## config.mk

```make
export PLATFORM = sky130hd
export DESIGN_NAME = sdmac_top
export DESIGN_NICKNAME = d
export VERILOG_FILES = /design/src/hw/sdmac_pkg.sv /design/src/hw/sdmac_addr_decoder.sv /design/src/hw/sdmac_registers.sv /design/src/hw/sdmac_fifo.sv /design/src/hw/sdmac_top.sv
export VERILOG_INCLUDE_DIRS = /design/src /design/src/hw
export SDC_FILE = /design/constraint.sdc
export NUM_CORES = 1
export LEC_CHECK = 0
export BUFFER_PORTS_ARGS = -buffer_cell sky130_fd_sc_hd__buf_4
export CORE_MARGIN = 2
export CORE_UTILIZATION = 58
export DETAILED_ROUTE_END_ITERATION = 12
export PLACE_DENSITY_LB_ADDON = 0.1
export SLEW_MARGIN = 20
export SYNTH_ARGS = -nofsm -noshare
export SYNTH_HDL_FRONTEND = slang
export SYNTH_SLANG_ARGS = --single-unit
```

## constraint.sdc

```tcl
create_clock -name ACR_WR -period 5.1 [get_ports ACR_WR]
set_clock_uncertainty 0.15 [all_clocks]
set_input_delay 0.255 -clock ACR_WR [delete_from_list [all_inputs] [get_ports ACR_WR]]
set_output_delay 0.255 -clock ACR_WR [all_outputs]
set_load 0.1 [all_outputs]
```

## src/hw/sdmac_config.svh

```systemverilog
// Build constants for the SCSI DMA register block
// FIFO depth must stay a power of two; register offsets are full 8-bit matches
`ifndef SDMAC_CONFIG_SVH
`define SDMAC_CONFIG_SVH

// Datapath
`define SDMAC_DATA_W      32         // Bus and FIFO word width
`define SDMAC_FIFO_DEPTH  8          // FIFO words, power of two

// Register offsets within the 8-bit address
`define SDMAC_REG_DAWR    8'h00      // Data ack width, writes ignored
`define SDMAC_REG_WTC     8'h04      // Word transfer count, reads zero
`define SDMAC_REG_CNTR    8'h08      // Control
`define SDMAC_REG_ACR     8'h0C      // Address counter, A1 only
`define SDMAC_REG_ST_DMA  8'h10      // Start DMA strobe
`define SDMAC_REG_FLUSH   8'h14      // Flush FIFO strobe
`define SDMAC_REG_CLR_INT 8'h18      // Clear interrupts strobe
`define SDMAC_REG_ISTR    8'h1C      // Interrupt status, read only
`define SDMAC_REG_SP_DMA  8'h3C      // Stop DMA strobe

// CNTR layout
`define SDMAC_CNTR_W      6          // Stored CNTR bits
`define SDMAC_CNTR_INTEN  2          // Interrupt enable bit

// ACR write data
`define SDMAC_ACR_A1_BIT  25         // Write-data bit kept as A1

`endif

```

## src/hw/sdmac_pkg.sv

```systemverilog
// Shared types for the register block
// ISTR upper bits are reserved and always read zero
package sdmac_pkg;

  // One value per decoded register or action address
  typedef enum logic [3:0] {
    SEL_NONE    = 4'd0,  // Unmapped address
    SEL_DAWR    = 4'd1,
    SEL_WTC     = 4'd2,
    SEL_CNTR    = 4'd3,
    SEL_ACR     = 4'd4,
    SEL_ST_DMA  = 4'd5,
    SEL_FLUSH   = 4'd6,
    SEL_CLR_INT = 4'd7,
    SEL_ISTR    = 4'd8,
    SEL_SP_DMA  = 4'd9
  } reg_sel_e;

  // ISTR as seen by the CPU, MSB first
  typedef struct packed {
    logic [3:0] rsvd;   // Bits 8..5, zero
    logic       int_p;  // Interrupt pending, E_INT and INTEN
    logic       ovr;    // Push while full, latched
    logic       e_int;  // Device interrupt, latched
    logic       ff;     // FIFO full, live
    logic       fe;     // FIFO empty, live
  } istr_t;

endpackage

```

## src/hw/sdmac_addr_decoder.sv

```systemverilog
// Combinational decode of a single-cycle bus strobe
// At most one write or action strobe per access; reads report a select instead
`timescale 1ns/10ps
`include "sdmac_config.svh"

module sdmac_addr_decoder (
  input  logic                bus_stb,    // Access valid this cycle
  input  logic                bus_rw,     // 1 = read
  input  logic [7:0]          bus_addr,
  output logic                rd_stb,
  output sdmac_pkg::reg_sel_e rd_sel,
  output logic                cntr_wr,
  output logic                acr_wr,
  output logic                st_dma,
  output logic                sp_dma,
  output logic                flush_req,
  output logic                clr_int
);

  import sdmac_pkg::*;

  reg_sel_e sel;  // Address match, ignores strobe
  logic     wr;   // Qualified write

  // Full address compare only, no aliasing
  always_comb begin
    case (bus_addr)
      `SDMAC_REG_DAWR:    sel = SEL_DAWR;
      `SDMAC_REG_WTC:     sel = SEL_WTC;
      `SDMAC_REG_CNTR:    sel = SEL_CNTR;
      `SDMAC_REG_ACR:     sel = SEL_ACR;
      `SDMAC_REG_ST_DMA:  sel = SEL_ST_DMA;
      `SDMAC_REG_FLUSH:   sel = SEL_FLUSH;
      `SDMAC_REG_CLR_INT: sel = SEL_CLR_INT;
      `SDMAC_REG_ISTR:    sel = SEL_ISTR;
      `SDMAC_REG_SP_DMA:  sel = SEL_SP_DMA;
      default:            sel = SEL_NONE;
    endcase
  end

  assign wr     = bus_stb & ~bus_rw;
  assign rd_stb = bus_stb & bus_rw;      // Every read gets rvalid, mapped or not
  assign rd_sel = rd_stb ? sel : SEL_NONE;

  // Write strobes; DAWR, ISTR and unmapped writes raise nothing
  assign cntr_wr   = wr & (sel == SEL_CNTR);
  assign acr_wr    = wr & (sel == SEL_ACR);
  assign st_dma    = wr & (sel == SEL_ST_DMA);
  assign sp_dma    = wr & (sel == SEL_SP_DMA);
  assign flush_req = wr & (sel == SEL_FLUSH);
  assign clr_int   = wr & (sel == SEL_CLR_INT);

endmodule

```

## src/hw/sdmac_registers.sv

```systemverilog
// CPU-visible registers and control flags, all on ACR_WR
// Read data is registered: rvalid one cycle after the strobe, value as of the strobe
`timescale 1ns/10ps
`include "sdmac_config.svh"

module sdmac_registers (
  input  logic                       ACR_WR,
  input  logic                       RST_,
  input  logic [`SDMAC_DATA_W-1:0]   bus_wdata,
  input  logic                       rd_stb,
  input  sdmac_pkg::reg_sel_e        rd_sel,
  input  logic                       cntr_wr,
  input  logic                       acr_wr,
  input  logic                       st_dma,
  input  logic                       sp_dma,
  input  logic                       flush_req,
  input  logic                       clr_int,
  input  logic                       dev_int,     // Device interrupt pulse
  input  logic                       fifo_empty,
  input  logic                       fifo_full,
  input  logic                       fifo_ovr,    // Dropped push pulse
  input  logic                       flush_done,  // FIFO finished flushing
  output logic [`SDMAC_DATA_W-1:0]   bus_rdata,
  output logic                       bus_rvalid,
  output logic                       dma_ena,
  output logic                       flush_fifo,
  output logic                       a1,
  output logic                       irq
);

  import sdmac_pkg::*;

  localparam int DW = `SDMAC_DATA_W;
  localparam int CW = `SDMAC_CNTR_W;

  logic [CW-1:0] cntr;     // Control register
  logic          e_int;    // Latched device interrupt
  logic          ovr;      // Latched FIFO overrun
  logic          int_p;
  istr_t         istr;
  logic [DW-1:0] rd_mux;

  // CNTR and A1 load straight from write data
  always_ff @(posedge ACR_WR or negedge RST_) begin
    if (!RST_) begin
      cntr <= '0;
      a1   <= 1'b0;
    end else begin
      if (cntr_wr)
        cntr <= bus_wdata[CW-1:0];         // Upper bits dropped
      if (acr_wr)
        a1 <= bus_wdata[`SDMAC_ACR_A1_BIT];
    end
  end

  // DMA enable, stop beats start
  always_ff @(posedge ACR_WR or negedge RST_) begin
    if (!RST_)
      dma_ena <= 1'b0;
    else if (sp_dma)
      dma_ena <= 1'b0;
    else if (st_dma)
      dma_ena <= 1'b1;
  end

  // Flush flag; drops after the FIFO reports done
  always_ff @(posedge ACR_WR or negedge RST_) begin
    if (!RST_)
      flush_fifo <= 1'b0;
    else if (flush_req)
      flush_fifo <= 1'b1;
    else if (flush_done)
      flush_fifo <= 1'b0;    // Stop-flush
  end

  // Latched status, set wins over clear
  always_ff @(posedge ACR_WR or negedge RST_) begin
    if (!RST_) begin
      e_int <= 1'b0;
      ovr   <= 1'b0;
    end else begin
      if (dev_int)
        e_int <= 1'b1;
      else if (clr_int)
        e_int <= 1'b0;
      if (fifo_ovr)
        ovr <= 1'b1;
      else if (clr_int)
        ovr <= 1'b0;
    end
  end

  assign int_p = e_int & cntr[`SDMAC_CNTR_INTEN];

  // irq follows INT_P one cycle later
  always_ff @(posedge ACR_WR or negedge RST_) begin
    if (!RST_)
      irq <= 1'b0;
    else
      irq <= int_p;
  end

  // ISTR view, FE/FF live at the read cycle
  always_comb begin
    istr       = '0;
    istr.fe    = fifo_empty;
    istr.ff    = fifo_full;
    istr.e_int = e_int;
    istr.ovr   = ovr;
    istr.int_p = int_p;
  end

  // WTC, DAWR, actions and unmapped read zero
  always_comb begin
    case (rd_sel)
      SEL_CNTR: rd_mux = {{(DW-CW){1'b0}}, cntr};
      SEL_ISTR: rd_mux = {{(DW-$bits(istr_t)){1'b0}}, istr};
      default:  rd_mux = '0;
    endcase
  end

  always_ff @(posedge ACR_WR or negedge RST_) begin
    if (!RST_)
      bus_rvalid <= 1'b0;
    else
      bus_rvalid <= rd_stb;  // Exactly one cycle per read
  end

  // Read payload, only meaningful with rvalid
  always_ff @(posedge ACR_WR) begin
    if (rd_stb)
      bus_rdata <= rd_mux;
  end

endmodule

```

## src/hw/sdmac_fifo.sv

```systemverilog
// Circular word FIFO between the peripheral and memory sides
// No back-pressure: pushes while full or flushing are dropped
`timescale 1ns/10ps
`include "sdmac_config.svh"

module sdmac_fifo (
  input  logic                     ACR_WR,
  input  logic                     RST_,
  input  logic                     dev_push,
  input  logic [`SDMAC_DATA_W-1:0] dev_data,
  input  logic                     dma_ena,
  input  logic                     flush_fifo,
  output logic                     mem_valid,   // Registered, cycle after pop
  output logic [`SDMAC_DATA_W-1:0] mem_data,
  output logic                     fifo_empty,
  output logic                     fifo_full,
  output logic                     fifo_ovr,    // Same-cycle pulse on a drop
  output logic                     flush_done
);

  localparam int DEPTH = `SDMAC_FIFO_DEPTH;
  localparam int AW    = $clog2(DEPTH);

  logic [`SDMAC_DATA_W-1:0] mem [DEPTH];
  logic [AW-1:0]            wr_ptr;
  logic [AW-1:0]            rd_ptr;
  logic [AW:0]              count;     // One extra bit for full
  logic                     pop;
  logic                     push_ok;

  assign fifo_empty = (count == '0);
  assign fifo_full  = (count == (AW+1)'(DEPTH));

  // Pop whenever DMA runs and words are waiting
  assign pop     = dma_ena & ~flush_fifo & ~fifo_empty;
  // Full is fine if a word leaves this cycle
  assign push_ok = dev_push & ~flush_fifo & (~fifo_full | pop);
  // Flush drops are silent
  assign fifo_ovr = dev_push & ~flush_fifo & fifo_full & ~pop;

  // Storage, no reset
  always_ff @(posedge ACR_WR) begin
    if (push_ok)
      mem[wr_ptr] <= dev_data;
  end

  always_ff @(posedge ACR_WR or negedge RST_) begin
    if (!RST_) begin
      wr_ptr <= '0;
      rd_ptr <= '0;
      count  <= '0;
    end else if (flush_fifo) begin
      wr_ptr <= '0;                  // Discard everything
      rd_ptr <= '0;
      count  <= '0;
    end else begin
      if (push_ok)
        wr_ptr <= wr_ptr + 1'b1;     // Wraps, depth is 2^AW
      if (pop)
        rd_ptr <= rd_ptr + 1'b1;
      case ({push_ok, pop})
        2'b10:   count <= count + 1'b1;
        2'b01:   count <= count - 1'b1;
        default: count <= count;     // Both or neither
      endcase
    end
  end

  // Done pulses once in the second flush cycle
  always_ff @(posedge ACR_WR or negedge RST_) begin
    if (!RST_) begin
      flush_done <= 1'b0;
      mem_valid  <= 1'b0;
    end else begin
      flush_done <= flush_fifo & ~flush_done;
      mem_valid  <= pop;
    end
  end

  // Memory-side word, qualified by mem_valid
  always_ff @(posedge ACR_WR) begin
    if (pop)
      mem_data <= mem[rd_ptr];
  end

endmodule

```

## src/hw/sdmac_top.sv

```systemverilog
// Register subsystem top: decoder, registers and data FIFO
// Single-cycle synchronous bus strobes stand in for the 68030 cycle
`timescale 1ns/10ps
`include "sdmac_config.svh"

module sdmac_top (
  input  logic                     ACR_WR,
  input  logic                     RST_,
  input  logic                     bus_stb,
  input  logic                     bus_rw,      // 1 = read
  input  logic [7:0]               bus_addr,
  input  logic [`SDMAC_DATA_W-1:0] bus_wdata,
  output logic [`SDMAC_DATA_W-1:0] bus_rdata,
  output logic                     bus_rvalid,
  input  logic                     dev_push,
  input  logic [`SDMAC_DATA_W-1:0] dev_data,
  input  logic                     dev_int,
  output logic                     mem_valid,
  output logic [`SDMAC_DATA_W-1:0] mem_data,
  output logic                     dma_ena,
  output logic                     flush_fifo,
  output logic                     a1,
  output logic                     irq
);

  import sdmac_pkg::*;

  // Decoder strobes
  logic     rd_stb;
  reg_sel_e rd_sel;
  logic     cntr_wr;
  logic     acr_wr;
  logic     st_dma;
  logic     sp_dma;
  logic     flush_req;
  logic     clr_int;

  // FIFO status back to the registers
  logic     fifo_empty;
  logic     fifo_full;
  logic     fifo_ovr;
  logic     flush_done;

  sdmac_addr_decoder u_decoder (
    .bus_stb   (bus_stb),
    .bus_rw    (bus_rw),
    .bus_addr  (bus_addr),
    .rd_stb    (rd_stb),
    .rd_sel    (rd_sel),
    .cntr_wr   (cntr_wr),
    .acr_wr    (acr_wr),
    .st_dma    (st_dma),
    .sp_dma    (sp_dma),
    .flush_req (flush_req),
    .clr_int   (clr_int)
  );

  sdmac_registers u_regs (
    .ACR_WR     (ACR_WR),
    .RST_       (RST_),
    .bus_wdata  (bus_wdata),
    .rd_stb     (rd_stb),
    .rd_sel     (rd_sel),
    .cntr_wr    (cntr_wr),
    .acr_wr     (acr_wr),
    .st_dma     (st_dma),
    .sp_dma     (sp_dma),
    .flush_req  (flush_req),
    .clr_int    (clr_int),
    .dev_int    (dev_int),
    .fifo_empty (fifo_empty),
    .fifo_full  (fifo_full),
    .fifo_ovr   (fifo_ovr),
    .flush_done (flush_done),
    .bus_rdata  (bus_rdata),
    .bus_rvalid (bus_rvalid),
    .dma_ena    (dma_ena),
    .flush_fifo (flush_fifo),
    .a1         (a1),
    .irq        (irq)
  );

  sdmac_fifo u_fifo (
    .ACR_WR     (ACR_WR),
    .RST_       (RST_),
    .dev_push   (dev_push),
    .dev_data   (dev_data),
    .dma_ena    (dma_ena),      // Also a top output
    .flush_fifo (flush_fifo),   // Also a top output
    .mem_valid  (mem_valid),
    .mem_data   (mem_data),
    .fifo_empty (fifo_empty),
    .fifo_full  (fifo_full),
    .fifo_ovr   (fifo_ovr),
    .flush_done (flush_done)
  );

endmodule

```

==> metrics.csv, run 1 <==
metric,value,unit
top cell type's share of synthesized area,0.703,
Total Power,6.50,mW
die width,151,um
"top cells by area, synth","edfxtp_1, mux4_2, mux4_1",
DRT Pass-1 Iters,5,
Sum Neg Setup Slack,0,ns
Port Buffers,96,
async set or reset register ratio after synthesis,0.0784,
Worst EP required,5.12,ns
die span in y,151,um
Root Driver,clkbuf_16,
pin count of the biggest net entering global routing,52,
Initial Util,0.594,
post-synth cell types,51,
Tmin final,3.01,ns
hold crit path type,primary input to asynchronous set/reset pin,
status,"finished, final reports clean",
"Clk Latency, worst-skew pair",0.50,ns
final wirelength,23100,um
CTS max path bufs,3,
fin util,0.712,
worst-path fanout max,18,
slew margin rel.,0.302,
DP HPWL,12700,um
synth-to-layout area growth,19.8,%
Startpoint Class,register,
WL/cell,22.1,um
core footprint,21200,um^2
Setup crit end kind,register,
LEAKAGE,5.24,nW
"Avg Cell Area, Syn",21.7,um^2
Rows,53,
io pins,148,
Die ar.,22800,um^2
RD Place Congestion,0.739,
RSZ-0062 raised after global routing,false,
DRC viols,0,
post-cts sizing count,0,
Syn Std Cell Area,12600,um^2
first-pass GRT wire length,35500,um
Mapped Cells,578,
Via density,5.70,
DR iter-0 viols,345,
initial antenna violation count,1,
Fin Hold WS,0.0455,ns
post-synthesis register bit count,319,
htree depth,2,
final setup fails,0,
grt ovf,0,
vias in the first global route,6348,
Worst-path clk slew,0.06,ns
sequential fraction of the synthesis area,0.753,
Most used DFF post-synth,edfxtp_1,
nets,829,
GRT Overall Usage,0.211,
"area leader, netlist",edfxtp_1,
vias,5957,
Least-Margin Pin Slew,1.05,ns
Filler Cell Count,1294,
"EDFF count, synth",294,
"Hold Vio Cnt, Final",0,
ratio of cells with drive above 1 in the final layout,0.334,
"antenna viol nets, final",0,
kind of critical path,register to register,
yosys warns,0,
period utilization,0.589,
TritonCTS clock tree,built,
Clock Sinks,319,
CTS Buf Count,34,
VDD IR max,0.000237,V
Max Clk Rate,0.333,GHz
maxcap violations,0,
Final Max Slew Viols,0,
critical path arrival,3.02,ns
Power Density,432,nW/um^2
[timing repair]
| action | 4_1_cts | 5_1_grt |
|---|---|---|
| hold buffers | 46 | 0 |
| endpoints found under the hold margin | 293 | 0 |
| setup buffers | 0 | 0 |
[path summary, 6_finish.rpt]
path | startpoint | endpoint | slack, ns | cells after the start
setup / recovery | u_regs.flush_fifo | u_fifo.mem[7][3] | 2.09 | 5
hold / removal | RST_ | u_regs.e_int | 0.05 | 2
setup reg to reg | u_regs.flush_fifo | u_fifo.mem[7][3] | 2.09 | 5
hold reg to reg | u_fifo.flush_done | u_fifo.flush_done | 0.27 | 1
max in group asynchronous | RST_ | u_fifo.rd_ptr[0] | 4.46 | 2
min in group ACR_WR | bus_stb | u_regs.bus_rvalid | 0.05 | 2
[where the power goes]
part / switching [mW] / internal [mW] / total [mW]
clock network: 0.939 / 1.39 / 2.33
registers: 0.141 / 3.21 / 3.35
logic: 0.494 / 0.322 / 0.817
[metal layers]
layer | vias to the layer above | track usage | routed length, um
met5 | - | 0 | 0
met4 | 0 | 0.0631 | 372
met3 | 27 | 0.0313 | 1070
met2 | 164 | 0.373 | 12200
met1 | 3097 | 0.276 | 9460
li1 | 2669 | - | -
[worst max-delay path, cell delays in order (launching register included)]
cell and delay, ns:
dfrtp_1 0.57, nand2b_1 0.37, a31oi_1 0.38, nand2_1 0.26, nor2_4 0.52, buf_4 0.40
[cell families (layout without fill, tap and decap cells)]
logic type | count (synthesis) | in the layout | synth area share
compound gates | 22 | 22 | 0.0139
xor+xnor | 5 | 5 | 0.00349
fa+ha+maj | 5 | 5 | 0.00558
buf+inv | 53 | 220 | 0.0306
flops | 319 | 319 | 0.753
mux | 107 | 107 | 0.164
other cells | 1 | 27 | 0.000299
simple gates | 66 | 66 | 0.0298
[cells in the final DEF, fill, tap and decap left out, types with 11 or more instances in the layout]
master and count:
dfrtp_1 22, nor2_1 15, nand2_1 11, mux4_1 27
mux2_2 33, mux4_2 37, buf_4 109, conb_1 26
edfxtp_1 294, clkbuf_16 37, dlygate4sd3_1 46
[per-stage QoR]
step,area (um^2),cells,setup WS (ns)
after floorplan,12700,603,0.308
after global placement,13500,939,2.13
after detailed placement,13500,939,2.07
after CTS,15000,1045,2.06
after global routing,15100,1046,1.80
final,15100,1046,2.09
[sequential cells by signal (all words and copies together), names as in the netlist, 3 cells and up]
| name | count |
|---|---|
| u_regs.bus_rdata | 6 |
| u_regs.cntr | 6 |
| u_fifo.wr_ptr | 3 |
| u_fifo.count | 4 |
| u_fifo.rd_ptr | 3 |
| u_fifo.mem | 256 |
| u_fifo.mem_data | 32 |
[final cells by class]
type,count,area (um^2),area share
Sequential cell,319,9460,0.629
Multi-Input combinational cell,231,2870,0.191
Timing Repair Buffer,155,1280,0.0850
Clock buffer,44,972,0.0646
Tap cell,275,344,0.0229
Clock inverter,16,103,0.00682
Inverter,5,18.8,0.00125
Antenna cell,1,2.50,0.000166
[Yosys cell counts, types with 4 or more instances]
cell type    n
edfxtp_1   294
mux4_2      37
mux2_2      33
buf_4       27
mux4_1      27
dfrtp_1     25
nor2_1      17
nand2_1     11
clkbuf_1     8
mux2_4       8
nand2b_1     7
nand3_1      5
nor2b_1      5
buf_1        4
buf_12       4
ha_1         4
inv_1        4
nor3b_1      4
No activity file was read; power rests on OpenSTA's default activity.
==> inputs of run 2 (changes only) <==
- clock period: 5.1 -> 3 ns (I/O delays scaled with it)
==> metrics.csv, run 2 (same netlist as run 1, synthesis figures left out) <==
metric,value,unit,change
initial antenna violation count,1,,unchanged
"commonest non-fill, non-tap cell in the layout",edfxtp_1,,unchanged
RD Place Congestion,0.771,,was 0.739
Least-Margin Pin Slew,0.614,ns,was 1.05 ns
DRC viols,0,,unchanged
clock share of power,0.348,,was 0.359
status,"finished, final reports clean",,unchanged
die width,151,um,unchanged
post-CTS setup buffers,0,,unchanged
number of cells after detailed placement,949,,was 939
Comb pwr share,0.140,,was 0.126
pin count of the biggest net entering global routing,55,,was 52
"Hold Vio Cnt, Final",0,,unchanged
Initial Util,0.594,,unchanged
Clock Sinks,319,,unchanged
most frequent cells in the layout,"edfxtp_1, buf_4, dlygate4sd3_1, mux4_2, mux2_2",,"was edfxtp_1, buf_4, dlygate4sd3_1, mux4_2, clkbuf_16"
post-cts sizing count,0,,unchanged
WL/cell,21.4,um,was 22.1 um
internal power,8.35,mW,was 4.93 mW
GRT met2 Usage,0.359,,was 0.373
Tmin final,2.69,ns,was 3.01 ns
fin util,0.728,,was 0.712
DRT Pass-1 Iters,4,,was 5
final setup fails,0,,unchanged
DP HPWL,12600,um,was 12700 um
DR iter-0 viols,369,,was 345
Setup crit end kind,register,,unchanged
Largest Register,u_fifo.mem,,unchanged
switching power,2.75,mW,was 1.57 mW
core footprint,21200,um^2,unchanged
Worst EP required,3.07,ns,was 5.12 ns
CP bufs+invs,1,,unchanged
Total Power,11.1,mW,was 6.50 mW
vias,6079,,was 5957
count of non-filler cells in the finished layout,1072,,was 1046
Final Max Slew Viols,0,,unchanged
worst-path fanout max,18,,unchanged
"antenna viol nets, final",0,,unchanged
Rows,53,,unchanged
Startpoint Class,register,,unchanged
peak per-stage delay on the critical path,0.51,ns,was 0.57 ns
kind of critical path,register to register,,unchanged
die span in y,151,um,unchanged
CP cell instances,"nand2b_1, a31oi_1, nand2_1, nor3b_4, buf_4",,"was nand2b_1, a31oi_1, nand2_1, nor2_4, buf_4"
final wirelength,23000,um,was 23100 um
GRT Overall Usage,0.206,,was 0.211
nets,854,,was 829
switching portion of total power,0.248,,was 0.242
first-pass GRT wire length,35100,um,was 35500 um
TritonCTS clock tree,built,,unchanged
Via density,5.67,,was 5.70
met1 usage,0.282,,was 0.276
part of the power in registers,0.512,,was 0.516
slowest CP cell,dfrtp_2,,was dfrtp_1
met3 usage,0.0307,,was 0.0313
RSZ-0062 raised after global routing,false,,unchanged
hold crit path type,primary input to register,,was primary input to asynchronous set/reset pin
Port Buffers,96,,unchanged
critical path arrival,2.76,ns,was 3.02 ns
Root Driver,clkbuf_16,,unchanged
io pins,148,,unchanged
Sum Neg Setup Slack,0,ns,unchanged
vias in the first global route,6383,,was 6348
period utilization,0.896,,was 0.589
grt ovf,0,,unchanged
ratio of cells with drive above 1 in the final layout,0.345,,was 0.334
Worst-path clk slew,0.06,ns,about the same
Power Density,721,nW/um^2,was 432 nW/um^2
Die ar.,22800,um^2,unchanged
LEAKAGE,5.39,nW,was 5.24 nW
CTS max path bufs,3,,unchanged
r2r setup slk,0.31,ns,was 2.09 ns
VDD IR max,0.000441,V,was 0.000237 V
CTS Hold Buffers Added,64,,was 46
Largest regs,"u_fifo.mem (256), u_fifo.mem_data (32)",,unchanged
Fin Hold WS,0.205,ns,was 0.0455 ns
slew margin rel.,0.591,,was 0.302
max reg flops,256,,unchanged
Max Clk Rate,0.372,GHz,was 0.333 GHz
crit-path leading delay family,simple AND/OR/NAND/NOR gates,,unchanged
synth-to-layout area growth,22.6,%,was 19.8%
"Clk Latency, worst-skew pair",0.55,ns,was 0.50 ns
htree depth,1,,was 2
CTS Buf Count,31,,was 34
gr busiest metal,met2,,unchanged
maxcap violations,0,,unchanged
run 2: worst paths after layout:
| path | depth (start not counted) | end | from |
|---|---|---|---|
| worst max-delay path | 5 | u_fifo.mem[5][1] | u_regs.flush_fifo |
| worst min-delay path | 5 | u_regs.ovr | bus_addr[6] |
| worst max register to register | 5 | u_fifo.mem[5][1] | u_regs.flush_fifo |
| worst min register to register | 1 | u_fifo.flush_done | u_fifo.flush_done |
| max in group asynchronous | 4 | u_fifo.rd_ptr[0] | RST_ |
| min in group asynchronous | 4 | u_fifo.count[0] | RST_ |
run 2: layout make-up:
| type | instances | area (um^2) |
|---|---|---|
| clock buffers | 32 | 779 |
| inverters | 5 | 18.8 |
| clock inverters | 26 | 260 |
| flip-flops and latches | 319 | 9460 |
| fillers | 1236 | 5760 |
| repair buffers | 183 | 1620 |
| multi-input cells | 231 | 2910 |
| diodes | 1 | 2.50 |
| well taps | 275 | 344 |
run 2: per-layer routing:
| layer | vias to the layer above | part of all wire |
|---|---|---|
| met1 | 3152 | 0.42 |
| met3 | 25 | 0.049 |
| met5 | - | 0 |
| met2 | 184 | 0.51 |
| li1 | 2718 | - |
| met4 | 0 | 0.012 |
run 2: power groups by stage:
stage                     clock (mW)  combinational [mW]  sequential (mW)
after floorplan                    0                1.04             5.72
after global placement             0                1.47             5.73
after detailed placement           0                1.50             5.77
after CTS                       3.94                1.57             5.68
after global routing            4.12                1.68             5.72
final                           3.87                1.55             5.68
run 2: worst register-to-register path, stage by stage (launching register included):
cell and delay [ns]:
dfrtp_2 0.51, nand2b_1 0.32, a31oi_1 0.40, nand2_1 0.32, nor3b_4 0.32, buf_4 0.34
run 2: per-stage QoR:
step / cell area (um^2) / setup WS (ns)
global route: 15400 / 0.140
global placement: 13700 / 0.428
finish: 15400 / 0.311
detailed placement: 13700 / 0.326
CTS: 15400 / 0.317
floorplan: 12700 / 0.000762
